$ cat config.mk
export PLATFORM = sky130hd
export DESIGN_NAME = game_top
export DESIGN_NICKNAME = d
export VERILOG_FILES = /design/src/rtl/game_pkg.sv /design/src/rtl/game_top.sv /design/src/rtl/draw_player.sv /design/src/rtl/player_regs.sv /design/src/rtl/draw_background.sv /design/src/rtl/vga_timing.sv
export VERILOG_INCLUDE_DIRS = /design/src /design/src/include
export SDC_FILE = /design/constraint.sdc
export NUM_CORES = 2
export LEC_CHECK = 0
export BUFFER_PORTS_ARGS = -buffer_cell sky130_fd_sc_hd__buf_2
export CELL_PAD_IN_SITES_DETAIL_PLACEMENT = 1
export CELL_PAD_IN_SITES_GLOBAL_PLACEMENT = 1
export CORE_MARGIN = 1
export CORE_UTILIZATION = 23
export CTS_BUF_LIST = sky130_fd_sc_hd__clkbuf_4 sky130_fd_sc_hd__clkbuf_8
export CTS_CLUSTER_DIAMETER = 40
export DETAILED_ROUTE_END_ITERATION = 12
export PLACE_DENSITY = 0.49
export SYNTH_ARGS = -nofsm -noshare
export SYNTH_HDL_FRONTEND = slang
export SYNTH_SLANG_ARGS = --single-unit
export TNS_END_PERCENT = 5
$ cat constraint.sdc
create_clock -name clk -period 19.6 [get_ports clk]
set_input_delay 3.92 -clock clk [delete_from_list [all_inputs] [get_ports clk]]
set_output_delay 3.92 -clock clk [all_outputs]
set_load 0.02 [all_outputs]
$ cat src/include/game_params.svh
`ifndef GAME_PARAMS_SVH
`define GAME_PARAMS_SVH

// 640x480 at one pixel per clock
`define H_ACTIVE 640
`define H_FP     16
`define H_SYNC   96
`define H_TOTAL  800

`define V_ACTIVE 480
`define V_FP     10
`define V_SYNC   2
`define V_TOTAL  525

// first row of the ground band
`define GROUND_Y 400

// sprite rows before the jump offset
`define SPR_TOP    410
`define SPR_BOTTOM 500

// round eyes of the idle sprite
`define EYE_R2    30
`define EYE_ROW   440
`define EYE_L_COL 10
`define EYE_R_COL 27

// register map
`define REG_STATE 4'h0
`define REG_XPOS  4'h4
`define REG_YPOS  4'h8
`define REG_COLOR 4'hC

`define SKY_RGB      12'h48F
`define GROUND_RGB   12'h360
`define BODY_RGB_RST 12'hF00
`define EYE_RGB_RST  12'h0FF

`define RESP_OKAY   2'd0
`define RESP_SLVERR 2'd2

`endif
$ cat src/rtl/game_pkg.sv
package game_pkg;

    // pixel stream between drawing stages
    typedef struct packed {
        logic [11:0] hcount;
        logic [11:0] vcount;
        logic        hsync;
        logic        vsync;
        logic        hblnk;
        logic        vblnk;
        logic [11:0] rgb;
    } vga_bus_t;

    // value 3 is illegal
    typedef enum logic [1:0] {
        IDLE  = 2'd0,
        RIGHT = 2'd1,
        LEFT  = 2'd2
    } player_state_t;

    typedef struct packed {
        player_state_t state;
        logic [11:0]   xpos;
        logic [11:0]   ypos;
        logic [11:0]   body_rgb;
        logic [11:0]   eye_rgb;
    } player_cfg_t;

    // master side of the AXI4-Lite port
    typedef struct packed {
        logic [3:0]  awaddr;
        logic        awvalid;
        logic [31:0] wdata;
        logic [3:0]  wstrb;
        logic        wvalid;
        logic        bready;
        logic [3:0]  araddr;
        logic        arvalid;
        logic        rready;
    } axil_req_t;

    // slave side
    typedef struct packed {
        logic        awready;
        logic        wready;
        logic [1:0]  bresp;
        logic        bvalid;
        logic        arready;
        logic [31:0] rdata;
        logic [1:0]  rresp;
        logic        rvalid;
    } axil_rsp_t;

endpackage

$ cat src/rtl/game_top.sv
`timescale 1ns/1ns

module game_top (
    input  logic                clk,
    input  logic                rst,
    input  game_pkg::axil_req_t axi_req,
    output game_pkg::axil_rsp_t axi_rsp,
    output game_pkg::vga_bus_t  vga_out
);

    game_pkg::vga_bus_t    bus_timing;
    game_pkg::vga_bus_t    bus_bg;
    game_pkg::player_cfg_t player_cfg;

    vga_timing u_vga_timing (
        .clk  (clk),
        .rst  (rst),
        .vout (bus_timing)
    );

    draw_background u_draw_background (
        .clk  (clk),
        .rst  (rst),
        .vin  (bus_timing),
        .vout (bus_bg)
    );

    // register block steers the renderer next to it
    player_regs u_player_regs (
        .clk     (clk),
        .rst     (rst),
        .axi_req (axi_req),
        .axi_rsp (axi_rsp),
        .cfg     (player_cfg)
    );

    draw_player u_draw_player (
        .clk  (clk),
        .rst  (rst),
        .vin  (bus_bg),
        .cfg  (player_cfg),
        .vout (vga_out)
    );

endmodule

$ cat src/rtl/draw_player.sv
`timescale 1ns/1ns

`include "game_params.svh"

module draw_player (
    input  logic                  clk,
    input  logic                  rst,
    input  game_pkg::vga_bus_t    vin,
    input  game_pkg::player_cfg_t cfg,
    output game_pkg::vga_bus_t    vout
);

    // sprite columns relative to xpos
    localparam int PAW_L_FIRST = 1;
    localparam int PAW_L_LAST  = 14;
    localparam int PAW_R_FIRST = 26;
    localparam int PAW_R_LAST  = 39;
    localparam int EAR_LAST    = 420;
    localparam int LEG_FIRST   = 481;
    localparam int IDLE_BODY_LAST = 480;
    localparam int SIDE_BODY_W = 23;
    localparam int SIDE_EYE_W  = 4;
    localparam int SIDE_EYE_H  = 9;

    game_pkg::vga_bus_t    s1_bus;
    game_pkg::vga_bus_t    s2_bus;
    game_pkg::vga_bus_t    vout_nxt;
    game_pkg::player_state_t s1_state;

    logic signed [13:0] rel_x;
    logic signed [13:0] rel_y;
    logic signed [13:0] s1_col;
    logic signed [13:0] s1_row;
    logic signed [13:0] s1_dx_l;
    logic signed [13:0] s1_dx_r;
    logic signed [13:0] s1_dy;
    logic [11:0]        s1_body_rgb;
    logic [11:0]        s1_eye_rgb;

    logic               body_hit;
    logic               eye_rect;
    logic               eye_hit;
    logic [27:0]        s2_dist_l;
    logic [27:0]        s2_dist_r;
    logic               s2_round;
    logic               s2_eye_rect;
    logic               s2_body;
    logic [11:0]        s2_body_rgb;
    logic [11:0]        s2_eye_rgb;

    function automatic logic in_span(input logic signed [13:0] v, input int lo, input int hi);
        return (v >= lo) && (v <= hi);
    endfunction

    // jumping moves the sprite up, so ypos adds to the row
    assign rel_x = $signed({2'b00, vin.hcount}) - $signed({2'b00, cfg.xpos});
    assign rel_y = $signed({2'b00, vin.vcount}) + $signed({{2{cfg.ypos[11]}}, cfg.ypos});

    always_comb begin
        body_hit = 1'b0;
        eye_rect = 1'b0;
        case (s1_state)
            game_pkg::IDLE: begin
                body_hit = (in_span(s1_col, PAW_L_FIRST, PAW_R_LAST)
                            && in_span(s1_row, EAR_LAST + 1, IDLE_BODY_LAST))
                        || ((in_span(s1_col, PAW_L_FIRST, PAW_L_LAST)
                            || in_span(s1_col, PAW_R_FIRST, PAW_R_LAST))
                            && (in_span(s1_row, `SPR_TOP, EAR_LAST)
                            || in_span(s1_row, LEG_FIRST, `SPR_BOTTOM - 1)));
            end
            game_pkg::RIGHT: begin
                body_hit = in_span(s1_col, 1, 1 + SIDE_BODY_W)
                        && in_span(s1_row, `SPR_TOP + 1, `SPR_BOTTOM - 1);
                eye_rect = in_span(s1_col, 25, 25 + SIDE_EYE_W)
                        && in_span(s1_row, `EYE_ROW - SIDE_EYE_H, `EYE_ROW + SIDE_EYE_H);
            end
            game_pkg::LEFT: begin
                body_hit = in_span(s1_col, 6, 6 + SIDE_BODY_W)
                        && in_span(s1_row, `SPR_TOP + 1, `SPR_BOTTOM - 1);
                eye_rect = in_span(s1_col, 0, SIDE_EYE_W)
                        && in_span(s1_row, `EYE_ROW - SIDE_EYE_H, `EYE_ROW + SIDE_EYE_H);
            end
            default: ;
        endcase
    end

    // eyes win over body, blanking passes rgb through
    always_comb begin
        eye_hit  = s2_round ? ((s2_dist_l <= `EYE_R2) || (s2_dist_r <= `EYE_R2)) : s2_eye_rect;
        vout_nxt = s2_bus;
        if (!(s2_bus.hblnk || s2_bus.vblnk)) begin
            if (eye_hit) begin
                vout_nxt.rgb = s2_eye_rgb;
            end else if (s2_body) begin
                vout_nxt.rgb = s2_body_rgb;
            end
        end
    end

    always_ff @(posedge clk) begin
        if (rst) begin
            s1_bus <= '0;
            s2_bus <= '0;
            vout   <= '0;
        end else begin
            s1_bus <= vin;
            s2_bus <= s1_bus;
            vout   <= vout_nxt;
        end
    end

    always_ff @(posedge clk) begin
        s1_col      <= rel_x;
        s1_row      <= rel_y;
        s1_dx_l     <= 14'(rel_x - `EYE_L_COL);
        s1_dx_r     <= 14'(rel_x - `EYE_R_COL);
        s1_dy       <= 14'(rel_y - `EYE_ROW);
        s1_state    <= cfg.state;
        s1_body_rgb <= cfg.body_rgb;
        s1_eye_rgb  <= cfg.eye_rgb;

        s2_dist_l   <= s1_dx_l * s1_dx_l + s1_dy * s1_dy;
        s2_dist_r   <= s1_dx_r * s1_dx_r + s1_dy * s1_dy;
        s2_round    <= (s1_state == game_pkg::IDLE);
        s2_eye_rect <= eye_rect;
        s2_body     <= body_hit;
        s2_body_rgb <= s1_body_rgb;
        s2_eye_rgb  <= s1_eye_rgb;
    end

endmodule

$ cat src/rtl/player_regs.sv
`timescale 1ns/1ns

`include "game_params.svh"

module player_regs (
    input  logic                  clk,
    input  logic                  rst,
    input  game_pkg::axil_req_t   axi_req,
    output game_pkg::axil_rsp_t   axi_rsp,
    output game_pkg::player_cfg_t cfg
);

    localparam logic [11:0] XPOS_RST = 12'd300;

    logic        wr_ready;
    logic        bvalid_q;
    logic [1:0]  bresp_q;
    logic        rd_ready;
    logic        rvalid_q;
    logic [1:0]  rresp_q;
    logic [31:0] rdata_q;

    logic        wr_fire;
    logic        rd_fire;
    logic        wr_err;
    logic        rd_err;
    logic [31:0] rd_word;

    assign wr_fire = wr_ready && axi_req.awvalid && axi_req.wvalid;
    assign rd_fire = rd_ready && axi_req.arvalid;

    // state 3 and unaligned addresses are rejected
    always_comb begin
        case (axi_req.awaddr)
            `REG_STATE:                       wr_err = (axi_req.wdata[1:0] == 2'd3);
            `REG_XPOS, `REG_YPOS, `REG_COLOR: wr_err = 1'b0;
            default:                          wr_err = 1'b1;
        endcase
    end

    always_comb begin
        rd_err  = 1'b0;
        rd_word = '0;
        case (axi_req.araddr)
            `REG_STATE: rd_word = {30'd0, cfg.state};
            `REG_XPOS:  rd_word = {20'd0, cfg.xpos};
            `REG_YPOS:  rd_word = {20'd0, cfg.ypos};
            `REG_COLOR: rd_word = {8'd0, cfg.eye_rgb, cfg.body_rgb};
            default:    rd_err  = 1'b1;
        endcase
    end

    always_ff @(posedge clk) begin
        if (rst) begin
            cfg.state    <= game_pkg::IDLE;
            cfg.xpos     <= XPOS_RST;
            cfg.ypos     <= '0;
            cfg.body_rgb <= `BODY_RGB_RST;
            cfg.eye_rgb  <= `EYE_RGB_RST;
        end else if (wr_fire && !wr_err) begin
            case (axi_req.awaddr)
                `REG_STATE: cfg.state <= game_pkg::player_state_t'(axi_req.wdata[1:0]);
                `REG_XPOS:  cfg.xpos  <= axi_req.wdata[11:0];
                `REG_YPOS:  cfg.ypos  <= axi_req.wdata[11:0];
                `REG_COLOR: begin
                    cfg.body_rgb <= axi_req.wdata[11:0];
                    cfg.eye_rgb  <= axi_req.wdata[23:12];
                end
                default: ;
            endcase
        end
    end

    // handshake control, ready pulses one cycle
    always_ff @(posedge clk) begin
        if (rst) begin
            wr_ready <= 1'b0;
            bvalid_q <= 1'b0;
            rd_ready <= 1'b0;
            rvalid_q <= 1'b0;
        end else begin
            wr_ready <= axi_req.awvalid && axi_req.wvalid && !bvalid_q && !wr_ready;
            rd_ready <= axi_req.arvalid && !rvalid_q && !rd_ready;
            if (wr_fire) begin
                bvalid_q <= 1'b1;
            end else if (axi_req.bready) begin
                bvalid_q <= 1'b0;
            end
            if (rd_fire) begin
                rvalid_q <= 1'b1;
            end else if (axi_req.rready) begin
                rvalid_q <= 1'b0;
            end
        end
    end

    // response payload, held until taken
    always_ff @(posedge clk) begin
        if (wr_fire) begin
            bresp_q <= wr_err ? `RESP_SLVERR : `RESP_OKAY;
        end
        if (rd_fire) begin
            rdata_q <= rd_word;
            rresp_q <= rd_err ? `RESP_SLVERR : `RESP_OKAY;
        end
    end

    assign axi_rsp.awready = wr_ready;
    assign axi_rsp.wready  = wr_ready;
    assign axi_rsp.bresp   = bresp_q;
    assign axi_rsp.bvalid  = bvalid_q;
    assign axi_rsp.arready = rd_ready;
    assign axi_rsp.rdata   = rdata_q;
    assign axi_rsp.rresp   = rresp_q;
    assign axi_rsp.rvalid  = rvalid_q;

endmodule

$ cat src/rtl/draw_background.sv
`timescale 1ns/1ns

`include "game_params.svh"

module draw_background (
    input  logic               clk,
    input  logic               rst,
    input  game_pkg::vga_bus_t vin,
    output game_pkg::vga_bus_t vout
);

    game_pkg::vga_bus_t vout_nxt;

    always_comb begin
        vout_nxt = vin;
        if (vin.hblnk || vin.vblnk) begin
            vout_nxt.rgb = 12'h000;
        end else if (vin.vcount < `GROUND_Y) begin
            vout_nxt.rgb = `SKY_RGB;
        end else begin
            // ground runs to the bottom of the screen
            vout_nxt.rgb = `GROUND_RGB;
        end
    end

    always_ff @(posedge clk) begin
        if (rst) begin
            vout <= '0;
        end else begin
            vout <= vout_nxt;
        end
    end

endmodule

$ cat src/rtl/vga_timing.sv
`timescale 1ns/1ns

`include "game_params.svh"

module vga_timing (
    input  logic               clk,
    input  logic               rst,
    output game_pkg::vga_bus_t vout
);

    localparam int H_SYNC_START = `H_ACTIVE + `H_FP;
    localparam int H_SYNC_END   = H_SYNC_START + `H_SYNC;
    localparam int V_SYNC_START = `V_ACTIVE + `V_FP;
    localparam int V_SYNC_END   = V_SYNC_START + `V_SYNC;

    logic [11:0]        hcount_nxt;
    logic [11:0]        vcount_nxt;
    game_pkg::vga_bus_t vout_nxt;

    // counters wrap at the frame totals
    always_comb begin
        if (vout.hcount == 12'(`H_TOTAL - 1)) begin
            hcount_nxt = '0;
            if (vout.vcount == 12'(`V_TOTAL - 1)) begin
                vcount_nxt = '0;
            end else begin
                vcount_nxt = vout.vcount + 12'd1;
            end
        end else begin
            hcount_nxt = vout.hcount + 12'd1;
            vcount_nxt = vout.vcount;
        end
    end

    // decode from the next counts so every field is aligned
    always_comb begin
        vout_nxt.hcount = hcount_nxt;
        vout_nxt.vcount = vcount_nxt;
        vout_nxt.hsync  = (hcount_nxt >= H_SYNC_START) && (hcount_nxt < H_SYNC_END);
        vout_nxt.vsync  = (vcount_nxt >= V_SYNC_START) && (vcount_nxt < V_SYNC_END);
        vout_nxt.hblnk  = (hcount_nxt >= `H_ACTIVE);
        vout_nxt.vblnk  = (vcount_nxt >= `V_ACTIVE);
        vout_nxt.rgb    = '0;
    end

    always_ff @(posedge clk) begin
        if (rst) begin
            vout <= '0;
        end else begin
            vout <= vout_nxt;
        end
    end

endmodule

==> metrics.cfg <==
[cells_and_area]
n_fill_cell=18100
drive_gt1_share_pct=8.60
seqCellArea_sq_um=8510
stdcell_area_sq_um=41500
area_growth_pct=13.7
multi_input_area_sq_um=24100
fin_nets=4827
stdcell_count=6042

[grt]
antenna_found_initial=14
grt_max_degree=78
overflow=0
gr-usage-all-layers_pct=12.2
first_global_vias=27900
grt_pass1_wl_mm=153

[worst_setup_path]
end_kind=flop
max_stage_delay_ps=770
crit_type=flop to flop
worstReg2RegEnd=u_draw_player.s2_dist_l[27]
path_max_fanout=11
reg2reg_from=u_draw_player.s1_dy[5]
worstPathRequired_ps=20220
cp_common_cell=fa_1
arrival_ps=12960
critical_path.slowest_cell=dfxtp_1
critPathLaunchType=flop
rrSetupSlack_ps=7260
r2r_cells=41

[sta]
min_period_ps=12340
clock_skew_ps=45.4
hold_violations=0
max_slew.worst_pin.slew_ps=1090
timing.slew.headroom_pct=26.9
min_period_over_period_pct=63.0
fin_setup_tns_ps=0
final-setup-viol-count=0
slew_violations=0
fmax_mhz=81.0
grt_setup_unrepaired=no

[synth]
synth_cell_types=84
netlist_area_sq_um=36500
synth_edf_count=26
synth_ff_type=dfxtp_1
syn_avg_cell_area_sq_um=9.65
synth_seq_area_share_pct=23.3
syn_inst=3784
async_flop_share_pct=0
synth.ff_latch_count=412
ys_warn_count=0

[cts]
cts-resized-gates=0
cts_sinks=412
htreeDepth=3
max-clock-path-buffers=3
cts_made_buffers=84
post-cts-setup-buffers=0
clkLatencyLatePin_ps=750
hold_buffers=0
cts.clk_slew.worst_paths_ps=60
root_buffer=clkbuf_8
cts_tree=yes

[die]
core_area_sq_um=157000
start_util_pct=23.3
rows=145
pin_count=132
die_h_microns=400
die_width_microns=400
dieArea_sq_um=160000

[worst_hold_path]
hold_class=flop to flop
whs_path_depth=0
hp-start=u_draw_player.s1_body_rgb[5]
hold_end=u_draw_player.s2_body_rgb[5]

[placed_design]
portBuffers=109
place_inst=5882
dp_hpwl_mm=77.1
gp_congestion=0.756
placed_area_sq_um=39400

[detailed_routing]
drtIter0Drc=729
ant_nets=0
via_per_inst=4.04
finalWirelength_mm=93.2
num_vias=24400
avgRoutedWirePerCell_microns=15.4
firstDrtPassIters=5
drc=0

[run]
cap_violations=0

[run_status]
outcome=completed

-- area by class of cell --
class	count	area share, %
multi-input cells	2350	58.1
flip-flops and latches	412	20.5
inverters	920	8.32
well taps	2058	6.20
clock buffers	122	3.73
repair buffers	142	1.93
clock inverters	33	1.24
diodes	5	0.0301
-- metrics by stage --
step	hold slack (ps)	util, %	setup slack [ps]
6_report	318	26.5	7260
5_1_grt	333	26.5	6450
4_1_cts	321	26.5	7050
3_5_place_dp	313	25.1	7090
3_3_place_gp	312	25.1	7250
2_1_floorplan	310	-	8550
-- flip-flops by register name (all words and copies together) (netlist names), 13 cells and up --
signal,flops
u_player_regs.cfg,50
u_draw_player.s2_bus,30
u_draw_background.vout,30
u_player_regs.rdata_q,24
u_draw_player.s1_bus,30
u_draw_player.s1_col,13
u_draw_player.s1_row,14
u_draw_player.s1_dx_r,14
u_draw_player.s2_dist_r,28
u_draw_player.vout,40
u_draw_player.s1_dx_l,13
u_draw_player.s2_dist_l,28
u_vga_timing.vout,28
-- cells by family after synthesis --
| logic type | count (synthesis) | share of synthesized area [%] |
|---|---|---|
| AOI/OAI and AO/OA | 341 | 5.84 |
| xor gates and xnor gates | 177 | 4.32 |
| adders and majority gates | 866 | 42.0 |
| buffers and inverters | 1032 | 10.8 |
| DFF | 412 | 23.3 |
| muxes | 18 | 0.603 |
| other | 2 | 0.0206 |
| and+or+nand+nor | 936 | 13.1 |
-- Yosys cell counts, types with 28 or more instances --
library cell    n  area (sq um)
xnor2_1       109           955
ha_1          267          3340
nand3b_1       28           210
nor2_1        130           488
nand3_1        33           165
dfxtp_1       386          7730
clkbuf_1       92           345
and2_1        134           838
a21o_1         31           233
nand2_1       310          1160
nor2b_1       151           945
fa_1          599         12000
nand2b_1       33           206
inv_1         920          3450
nor3_1         28           140
a21oi_1       121           606
xor2_1         66           578
o21ai_0        68           340
-- critical path, delay by kind of cell (launching register included) --
family	cells	cell delay [ps]
compound gates	8	2240
xor+xnor	2	910
fa+ha+maj	14	6660
buf+inv	10	510
flops	1	770
simple gates	7	1090
-- worst max path at each step --
stage,start,endpoint,cells past startpoint,slack [ps]
after floorplan,u_draw_player.s1_row[2],u_draw_player.s2_dist_r[27],40,8550
after global placement,u_draw_player.s1_dy[5],u_draw_player.s2_dist_l[27],41,7250
after detailed placement,u_draw_player.s1_dy[5],u_draw_player.s2_dist_l[27],41,7090
after CTS,u_draw_player.s1_dy[5],u_draw_player.s2_dist_l[27],41,7050
after global routing,u_draw_player.s1_dy[5],u_draw_player.s2_dist_l[27],41,6450
final,u_draw_player.s1_dy[5],u_draw_player.s2_dist_l[27],41,7260
-- per-layer routing --
metal / share of wire (%) / up-vias / track usage [%]
met1: 45 / 12300 / 15.1
met2: 49 / 268 / 21.1
met3: 3.4 / 127 / 2.31
met4: 2.8 / 22 / 3.87
li1: - / 11700 / -
met5: 0.15 / - / 0
-- placed cells by master, fill, tap and decap left out, types with 7 or more instances in the layout --
cell	Yosys	layout
a22oi_1	11	11
clkbuf_8	0	101
nand2b_1	33	33
and2_1	134	134
nor3_1	28	28
edfxtp_1	26	26
a31oi_1	8	8
clkinvlp_4	0	7
inv_1	920	920
o21ai_1	14	13
mux2_2	12	12
or2_2	12	12
nand4_1	14	14
ha_1	267	267
dfxtp_1	386	386
nand3_1	33	33
a21oi_1	121	121
o21bai_1	13	13
nor4_1	19	19
buf_2	1	108
a21o_1	31	31
buf_4	16	33
nor2_1	130	130
xnor2_1	109	109
xor2_1	66	66
bufinv_16	0	10
fa_1	599	599
and3_1	13	13
clkbuf_4	0	21
o21a_1	7	7
o21ai_0	68	68
nor2b_1	151	151
nand3b_1	28	28
nand2_1	310	310
conb_1	2	12
Power is left out: the tool's default activity adds up to more than one toggle a clock period on the data nets, which glitch-free logic cannot reach.
